## src/design/icache_pkg.sv

```systemverilog
package icache_pkg;

    // Line select and tag split of the 16-bit word address
    localparam int index_width = 4;
    localparam int tag_width   = 12;
    localparam int addr_width  = index_width + tag_width;

    localparam int line_count  = 16;
    localparam int word_width  = 32;

    // Controller states, in the order a miss walks through them
    typedef enum logic [1:0] {
        st_idle,     // Waits for a request or a flush
        st_compare,  // Tag lookup on the captured address
        st_allocate, // Memory read outstanding
        st_respond   // Data and ready presented to the CPU
    } refill_state_t;

endpackage
```

## src/design/icache_lookup_if.sv

```systemverilog
`timescale 1ns/1ps

interface icache_lookup_if;
    import icache_pkg::*;

    logic [index_width-1:0] index;
    logic [tag_width-1:0]   tag;
    logic                   hit;     // Indexed line is valid and its tag matches
    logic                   fill_en;
    logic                   flush;

    modport tag_store (
        input  index,
        input  tag,
        input  fill_en,
        input  flush,
        output hit
    );

    modport ctrl (
        output index,
        output tag,
        output fill_en,
        output flush,
        input  hit
    );

endinterface

```

## src/design/icache_top.sv

```systemverilog
`timescale 1ns/1ps

module icache_top (
    input  logic                              clk,
    input  logic                              rst,
    input  logic [31:0]                       cpu_req_addr,
    input  logic                              cpu_req_valid,
    output logic [icache_pkg::word_width-1:0] cpu_req_data,
    output logic                              cpu_req_ready,
    input  logic                              flush,
    input  logic [icache_pkg::word_width-1:0] mem_req_data,
    input  logic                              mem_req_ready,
    output logic [31:0]                       mem_req_addr,
    output logic                              mem_req_valid
);
    import icache_pkg::*;

    logic                   dstore_wr_en;
    logic [index_width-1:0] dstore_index;
    logic [word_width-1:0]  dstore_wr_data;
    logic [word_width-1:0]  dstore_rd_data;

    icache_lookup_if lookup ();

    icache_tag_store u_tag_store (
        .clk    (clk),
        .rst    (rst),
        .lookup (lookup.tag_store)
    );

    icache_data_store u_data_store (
        .clk     (clk),
        .wr_en   (dstore_wr_en),
        .index   (dstore_index),
        .wr_data (dstore_wr_data),
        .rd_data (dstore_rd_data)
    );

    icache_refill_ctrl u_refill_ctrl (
        .clk           (clk),
        .rst           (rst),
        .cpu_req_addr  (cpu_req_addr),
        .cpu_req_valid (cpu_req_valid),
        .cpu_req_data  (cpu_req_data),
        .cpu_req_ready (cpu_req_ready),
        .flush         (flush),
        .mem_req_data  (mem_req_data),
        .mem_req_ready (mem_req_ready),
        .mem_req_addr  (mem_req_addr),
        .mem_req_valid (mem_req_valid),
        .lookup        (lookup.ctrl),
        .wr_en         (dstore_wr_en),
        .index         (dstore_index),
        .wr_data       (dstore_wr_data),
        .rd_data       (dstore_rd_data)
    );

endmodule

```

## src/design/icache_refill_ctrl.sv

```systemverilog
`timescale 1ns/1ps

module icache_refill_ctrl (
    input  logic                               clk,
    input  logic                               rst,
    input  logic [31:0]                        cpu_req_addr,
    input  logic                               cpu_req_valid,
    output logic [icache_pkg::word_width-1:0]  cpu_req_data,
    output logic                               cpu_req_ready,
    input  logic                               flush,
    input  logic [icache_pkg::word_width-1:0]  mem_req_data,
    input  logic                               mem_req_ready,
    output logic [31:0]                        mem_req_addr,
    output logic                               mem_req_valid,
    icache_lookup_if.ctrl                      lookup,
    output logic                               wr_en,
    output logic [icache_pkg::index_width-1:0] index,
    output logic [icache_pkg::word_width-1:0]  wr_data,
    input  logic [icache_pkg::word_width-1:0]  rd_data
);
    import icache_pkg::*;

    refill_state_t         state;
    refill_state_t         state_next;
    logic [addr_width-1:0] addr_q;
    logic                  fill;
    logic                  flush_take;

    // Flush is only taken while idle and then holds off a new request for a cycle
    assign flush_take = (state == st_idle) && flush;
    assign fill       = (state == st_allocate) && mem_req_ready;

    always_ff @(posedge clk)
    begin
        if (rst)
        begin
            state <= st_idle;
        end
        else
        begin
            state <= state_next;
        end
    end

    always_comb
    begin
        state_next = state;
        case (state)
            st_idle:
            begin
                if (cpu_req_valid && !flush)
                begin
                    state_next = st_compare;
                end
            end
            st_compare:
            begin
                if (lookup.hit)
                begin
                    state_next = st_respond;
                end
                else
                begin
                    state_next = st_allocate;
                end
            end
            st_allocate:
            begin
                if (mem_req_ready)
                begin
                    state_next = st_compare; // Arrays are written on this edge
                end
            end
            st_respond: state_next = st_idle;
            default:    state_next = st_idle;
        endcase
    end

    // The CPU holds its address until ready, so sampling every idle cycle is safe
    always_ff @(posedge clk)
    begin
        if (state == st_idle)
        begin
            addr_q <= cpu_req_addr[addr_width-1:0];
        end
    end

    always_ff @(posedge clk)
    begin
        if (state == st_compare && lookup.hit)
        begin
            cpu_req_data <= rd_data;
        end
    end

    assign cpu_req_ready = (state == st_respond);

    assign mem_req_valid = (state == st_allocate);
    assign mem_req_addr  = {{(32 - addr_width){1'b0}}, addr_q};

    assign lookup.index   = addr_q[index_width-1:0];
    assign lookup.tag     = addr_q[addr_width-1:index_width];
    assign lookup.fill_en = fill;
    assign lookup.flush   = flush_take;

    assign wr_en   = fill;
    assign index   = addr_q[index_width-1:0];
    assign wr_data = mem_req_data;

endmodule

```

## src/design/icache_data_store.sv

```systemverilog
`timescale 1ns/1ps

module icache_data_store (
    input  logic                              clk,
    input  logic                              wr_en,
    input  logic [icache_pkg::index_width-1:0] index,
    input  logic [icache_pkg::word_width-1:0]  wr_data,
    output logic [icache_pkg::word_width-1:0]  rd_data
);
    import icache_pkg::*;

    logic [word_width-1:0] mem [line_count];

    always_ff @(posedge clk)
    begin
        if (wr_en)
        begin
            mem[index] <= wr_data; // Refill word from memory
        end
    end

    // Read is asynchronous so the controller can register it in st_compare
    assign rd_data = mem[index];

endmodule

```

## src/design/icache_tag_store.sv

```systemverilog
`timescale 1ns/1ps

module icache_tag_store (
    input  logic               clk,
    input  logic               rst,
    icache_lookup_if.tag_store lookup
);
    import icache_pkg::*;

    logic [line_count-1:0] valid;
    logic [tag_width-1:0]  tags [line_count];

    // Reset or flush clears every valid bit
    always_ff @(posedge clk)
    begin
        if (rst || lookup.flush)
        begin
            valid <= '0;
        end
        else if (lookup.fill_en)
        begin
            valid[lookup.index] <= 1'b1;
        end
    end

    always_ff @(posedge clk)
    begin
        if (lookup.fill_en)
        begin
            tags[lookup.index] <= lookup.tag;
        end
    end

    assign lookup.hit = valid[lookup.index] && (tags[lookup.index] == lookup.tag);

endmodule

```

## config.mk

```make
export PLATFORM = sky130hd
export DESIGN_NAME = icache_top
export DESIGN_NICKNAME = d
export VERILOG_FILES = /design/src/design/icache_pkg.sv /design/src/design/icache_lookup_if.sv /design/src/design/icache_top.sv /design/src/design/icache_refill_ctrl.sv /design/src/design/icache_data_store.sv /design/src/design/icache_tag_store.sv
export SDC_FILE = /design/constraint.sdc
export NUM_CORES = 1
export LEC_CHECK = 0
export ABC_AREA = 0
export BUFFER_PORTS_ARGS = -buffer_cell sky130_fd_sc_hd__buf_2
export CAP_MARGIN = 20
export CORE_MARGIN = 10
export CORE_UTILIZATION = 35
export CTS_CLUSTER_SIZE = 8
export DETAILED_ROUTE_END_ITERATION = 16
export PLACE_DENSITY = 0.47
export SYNTH_ARGS = -nofsm -noshare
export SYNTH_HDL_FRONTEND = slang
export SYNTH_SLANG_ARGS = --single-unit
```

## constraint.sdc

```tcl
create_clock -name clk -period 6.4 [get_ports clk]
set_input_delay 0.32 -clock clk [delete_from_list [all_inputs] [get_ports clk]]
set_output_delay 0.32 -clock clk [all_outputs]
set_load 0.1 [all_outputs]
```

[After elaboration in Yosys (flattened, before gate mapping)]
Memory sizes are Yosys's and may differ from the RTL's. A register that Yosys moved wholly into a read port is not among the register bits.
Index checks and enable logic that the tools add are counted.
Widths: inputs -> output; s select.
Word-level totals
  bits in registers: 34
  bits in writable memories: 704
  input bits: 69
  output and inout port bits: 66
  logic and storage cells: 35
  memories kept: 2
Memories
  u_data_store.mem: depth 16, bits a word 32, read ports 1, clocked after memory_dff 1, wr ports 1, line icache_data_store.sv:12  | logic [word_width-1:0] mem [line_count];
  u_tag_store.tags: depth 16, bits a word 12, read ports 1, clocked after memory_dff 1, wr ports 1, line icache_tag_store.sv:11  | logic [tag_width-1:0] tags [line_count];
Operators by class
  order comparisons: 2
  equality and inequality tests: 6
  mux-type cells: 11
  bitwise gates (word level): 1
  reduce and logical (&&, ||, !) cells: 10
Operators with widths (number)
  $or 16x16->16: 1
  $eq 12x12->1: 1
  $pmux 2 s4: 1
  $logic_and 1x1->1: 6
  $lt 4x5->1 const B: 1
  $mux 1: 5
  $bmux 1 s4: 1
  $demux 1 s4: 1
  $eq 2x2->1 const B: 2
  $ge 4x1->1 const B: 1
  $mux 2: 2
  $mux 4: 1
  $ne 2x2->1 const B: 2
  $eq 2x1->1 const B: 1
  $logic_not 2->1: 1
  $reduce_and 2->1: 1
  $logic_not 1->1: 1
  $logic_or 1x1->1: 1

[Logic depth before layout (Yosys ltp)]
  depth after elaboration: 5
  depth in mapped cells: 11
  gate-level depth less buffers: 8

[Cells and area by module]
From an unflattened synthesis, not the netlist that was laid out.
Unflattened totals
  cell total of the unflattened synthesis: 1387
  area, all modules: 29914.9 um^2
Modules (own cells, without submodules)
  icache_data_store: times used 1, cells an instance 808, area an instance 19222.2 um^2, sequential area each 15374.7 um^2
  icache_tag_store: times used 1, cells an instance 445, area an instance 8598.2 um^2, sequential area each 6085.8 um^2
  icache_refill_ctrl: times used 1, cells an instance 134, area an instance 2094.5 um^2, sequential area each 1481.4 um^2

[Worst setup path after synthesis]
Ideal clock, no wire load.
  path kind: register -> register
  from: register u_refill_ctrl.state[1]
  to: memory u_data_store.mem[0][0] (enable)
  setup time: 0.502 ns
  data arrival time: 5.537 ns
  data required time: 5.898 ns
  path slack: 0.361 ns
  stages on the path, launching flop included: 5
  path buffers: 0
  clock period less this slack: 6.039 ns
  cells stage by stage: dfxtp_1 nor2b_1 nand2_1 or3_1 nor3_1
On the way
  cells in the longest elaborated chain, start to end: 4
RTL lines
  start, declared: line icache_refill_ctrl.sv:23  | refill_state_t state;
  start signal, assigned: line icache_refill_ctrl.sv:37  | state <= st_idle;
  start signal, assigned: line icache_refill_ctrl.sv:41  | state <= state_next;
  $eq 2x2->1
  via mem_req_valid: line icache_top.sv:14  | output logic mem_req_valid
  $logic_and 1x1->1: line icache_refill_ctrl.sv:31  | assign fill = (state == st_allocate) && mem_req_ready;
  $mux 1: line icache_data_store.sv:16  | if (wr_en)
  $mux 1 (implied by the code): line icache_data_store.sv:18  | mem[index] <= wr_data;
  end, declared: line icache_data_store.sv:12
The timed path passes the listed nets, and every way through them passes these cells.

==> reports/qor.yml <==
netSwitchingFraction: 0.222
cell_area_synth_sq_mm: 0.0292
max-clock-path-buffers: 3
status: "completed"
finalWorstSetupSlack_ps: 2120
critical_path.startpoint_type: "register"
dp_hpwl_mm: 35.9
ctsHtreeMaxLevel: 3
post_cts_resized: 0
async_reset_ff_frac: 0
grt_pass1_wl_mm: 99.7
routed_via_density: 5.17
tritoncts: "built"
cells_after_synthesis: 1200
post-synth-top-area-fraction: 0.774
die_w_um: 309
hold_viol: 0
drt_iter0_drc: 1026
post_cts_setup_buffers: 0
timing.critical_path.required_ps: 6720
end_kind: "register"
tns_setup_ps: 0
globalRouteTotalUtil: 0.145
timing.final.setup_violations: 0
cts.reportedPaths.clkPinSlew_ps: 50
drive_above_1_share: 0.338
detail_route.wirelength_mm: 68.5
clockRootBuffer: "sky130_fd_sc_hd__clkbuf_16"
r2r.worst_path.cells: 8
core_area_sq_mm: 0.0824
p_seq_frac: 0.495
gp_congestion: 0.690
whs_path_depth: 3
cap_violations: 0
ys.flop_type: "sky130_fd_sc_hd__edfxtp_1"
synth-edff-count: 752
f_max_ghz: 0.233
ios: 135
first_pass_iters: 6
clk-insertion-delay-late_ps: 650
setup_repair_after_global_routing_missed_its_margin: "false"
tritoncts.num_buffers: 107
final_antenna_net_count: 0
p_r_area_growth_vs_syn_pct: 17.4
gr-total-overflow: 0
intPower_w: 0.00900
max-vdd-ir-drop_mv: 0.229
hp-class: "input pin to register"
tcrit_tclk_final: 0.669
avgRoutedWirePerCell_um: 27.1
cp.arrival_ps: 4600
final.setup_skew_ps: 23.7
setup.worst_path.class: "register to register"
critical_path.max_fanout: 25
synth.yosys.warnings: 0
cellLeakagePower_nw: 10.9
port_buffers: 102
detailedPlace.worstSlack_ps: 1990
core.rowCount: 105
design.die.area_sq_mm: 0.0953
power_density_mw_per_mm2: 338
wl_met3_mm: 2.82
detailroute.via_count: 13057
yosysSeqAreaShare: 0.790
yosys.cell_types.count: 42
first_global_vias: 14266
m1WireLength_mm: 30.4
combinational_share_of_power: 0.074
slew_headroom: 0.281
uppermost_metal_layer_occupied_by_signal_nets: "met5"
count_of_fill_cells_added_during_filler_insertion: 7109
worst_pin_slew_ps: 1080
met2WireLength_mm: 33.8
p_clk_frac: 0.431
synth.area.top_cells: "sky130_fd_sc_hd__edfxtp_1 (77%), sky130_fd_sc_hd__mux4_2 (16%), sky130_fd_sc_hd__dfxtp_1 (1.5%), sky130_fd_sc_hd__mux2i_1 (0.65%), sky130_fd_sc_hd__buf_4 (0.51%)"
grt_start_max_net_pins: 123
antenna_found_initial: 3
final_nets: 1482
start_util: 0.354
post-synth-top-area-cell: "sky130_fd_sc_hd__edfxtp_1"
final_period_minus_worst_setup_slack_ps: 4280
synth-seq-cells: 774
cts.sinks: 774
drcViolationCount: 0
p_switching_w: 0.00256
average_size_of_a_mapped_cell_sq_um: 24.3
floorplan.die.height_um: 309
slew_violations: 0
worst max-delay path, stage by stage (launching register included):
cell                        delay [ps]
sky130_fd_sc_hd__dfxtp_1          1020
sky130_fd_sc_hd__mux4_2            430
sky130_fd_sc_hd__nor2b_1           160
sky130_fd_sc_hd__a21oi_2           170
sky130_fd_sc_hd__xnor2_1            90
sky130_fd_sc_hd__a2111oi_2         610
sky130_fd_sc_hd__nand4_1           270
sky130_fd_sc_hd__nor4_4            840
sky130_fd_sc_hd__buf_12            330
stage by stage:
stage	instance area (sq um)	util	cells	hold WS, ps	total power [W]
2_1_floorplan	29200	-	1215	389	0.00643
3_3_place_gp	31100	0.378	2353	442	0.00669
3_5_place_dp	31100	0.378	2354	451	0.00670
4_1_cts	34200	0.416	2524	3.00	0.0117
5_1_grt	34200	0.416	2524	20.6	0.0120
6_report	34200	0.416	2525	39.6	0.0116
sequential cells by signal (all words and copies together) (netlist names), named ones only:
name                        flops
u_data_store.mem              512
u_refill_ctrl.addr_q           16
u_tag_store.valid              16
u_refill_ctrl.state             2
u_refill_ctrl.cpu_req_data     32
u_tag_store.tags              192
synthesized netlist by cell type, types with 5 or more instances:
| cell type | number |
|---|---|
| sky130_fd_sc_hd__buf_2 | 12 |
| sky130_fd_sc_hd__o21a_1 | 16 |
| sky130_fd_sc_hd__dfxtp_1 | 22 |
| sky130_fd_sc_hd__xnor2_1 | 7 |
| sky130_fd_sc_hd__mux4_2 | 207 |
| sky130_fd_sc_hd__xor2_1 | 9 |
| sky130_fd_sc_hd__a21oi_1 | 6 |
| sky130_fd_sc_hd__nor2_1 | 18 |
| sky130_fd_sc_hd__nor2b_1 | 7 |
| sky130_fd_sc_hd__nand2_1 | 16 |
| sky130_fd_sc_hd__edfxtp_1 | 752 |
| sky130_fd_sc_hd__buf_4 | 20 |
| sky130_fd_sc_hd__buf_1 | 11 |
| sky130_fd_sc_hd__clkbuf_1 | 26 |
| sky130_fd_sc_hd__mux2_2 | 5 |
| sky130_fd_sc_hd__mux2i_1 | 19 |
layer usage:
metal | vias up | track usage
li1 | 5520 | -
met1 | 7124 | 0.195
met2 | 298 | 0.239
met3 | 113 | 0.0273
met4 | 2 | 0.0400
met5 | - | 0
final timing paths:
check	start	end	slack (ps)
hold / removal	mem_req_ready	u_refill_ctrl.state[1]$_SDFFE_PP0P_	40
setup reg to reg	register	u_refill_ctrl.cpu_req_data[29]$_DFFE_PP_	2120
hold reg to reg	u_tag_store.valid[10]$_SDFFE_PP0P_	u_tag_store.valid[10]$_SDFFE_PP0P_	460
setup / recovery	register	u_refill_ctrl.cpu_req_data[29]$_DFFE_PP_	2120
area by class of cell:
| class | count | area [sq um] | share of cell area |
|---|---|---|---|
| inverters | 2 | 7.51 | 0.000219 |
| clock buffers | 142 | 2810 | 0.0821 |
| clock inverters | 8 | 83.8 | 0.00245 |
| multi-input cells | 366 | 5900 | 0.172 |
| flip-flops and latches | 774 | 23000 | 0.673 |
| diodes | 1 | 2.50 | 0.0000731 |
| well taps | 1070 | 1340 | 0.0391 |
| repair buffers | 162 | 1060 | 0.0310 |
kinds of logic (layout without fill, tap and decap cells):
family / Yosys count / in the layout / synth area share
DFF: 774 / 774 / 0.790
muxes: 235 / 235 / 0.172
buffers and inverters: 75 / 314 / 0.0141
and+or+nand+nor: 60 / 60 / 0.00983
AOI/OAI and AO/OA: 39 / 39 / 0.00965
xor gates and xnor gates: 16 / 16 / 0.00481
other: 1 / 17 / 0.000129
power groups by stage:
stage                     clock (W)  sequential, W  combinational [W]
after floorplan                   0        0.00585           0.000589
after global placement            0        0.00582           0.000864
after detailed placement          0        0.00583           0.000869
after CTS                   0.00513        0.00573           0.000881
after global routing        0.00533        0.00573           0.000923
final                       0.00498        0.00573           0.000858
what timing repair did:
item                                    4_1_cts  5_1_grt
hold buffers                                 20        0
endpoints found under the hold margin        41        0
endpoints found under the setup margin        0        0
layout by cell type, fill, tap and decap left out, drive strengths merged, types with 5 or more instances in the layout:
cell,n
clkinv,5
buf,142
dlygate4sd3,20
mux4,211
clkbuf,142
xor2,9
dfxtp,22
conb,16
xnor2,7
mux2i,19
mux2,5
nor2,18
nand2,16
inv,5
edfxtp,752
a21oi,7
o21a,16
nor2b,7
(Power assumes the default switching activity.)
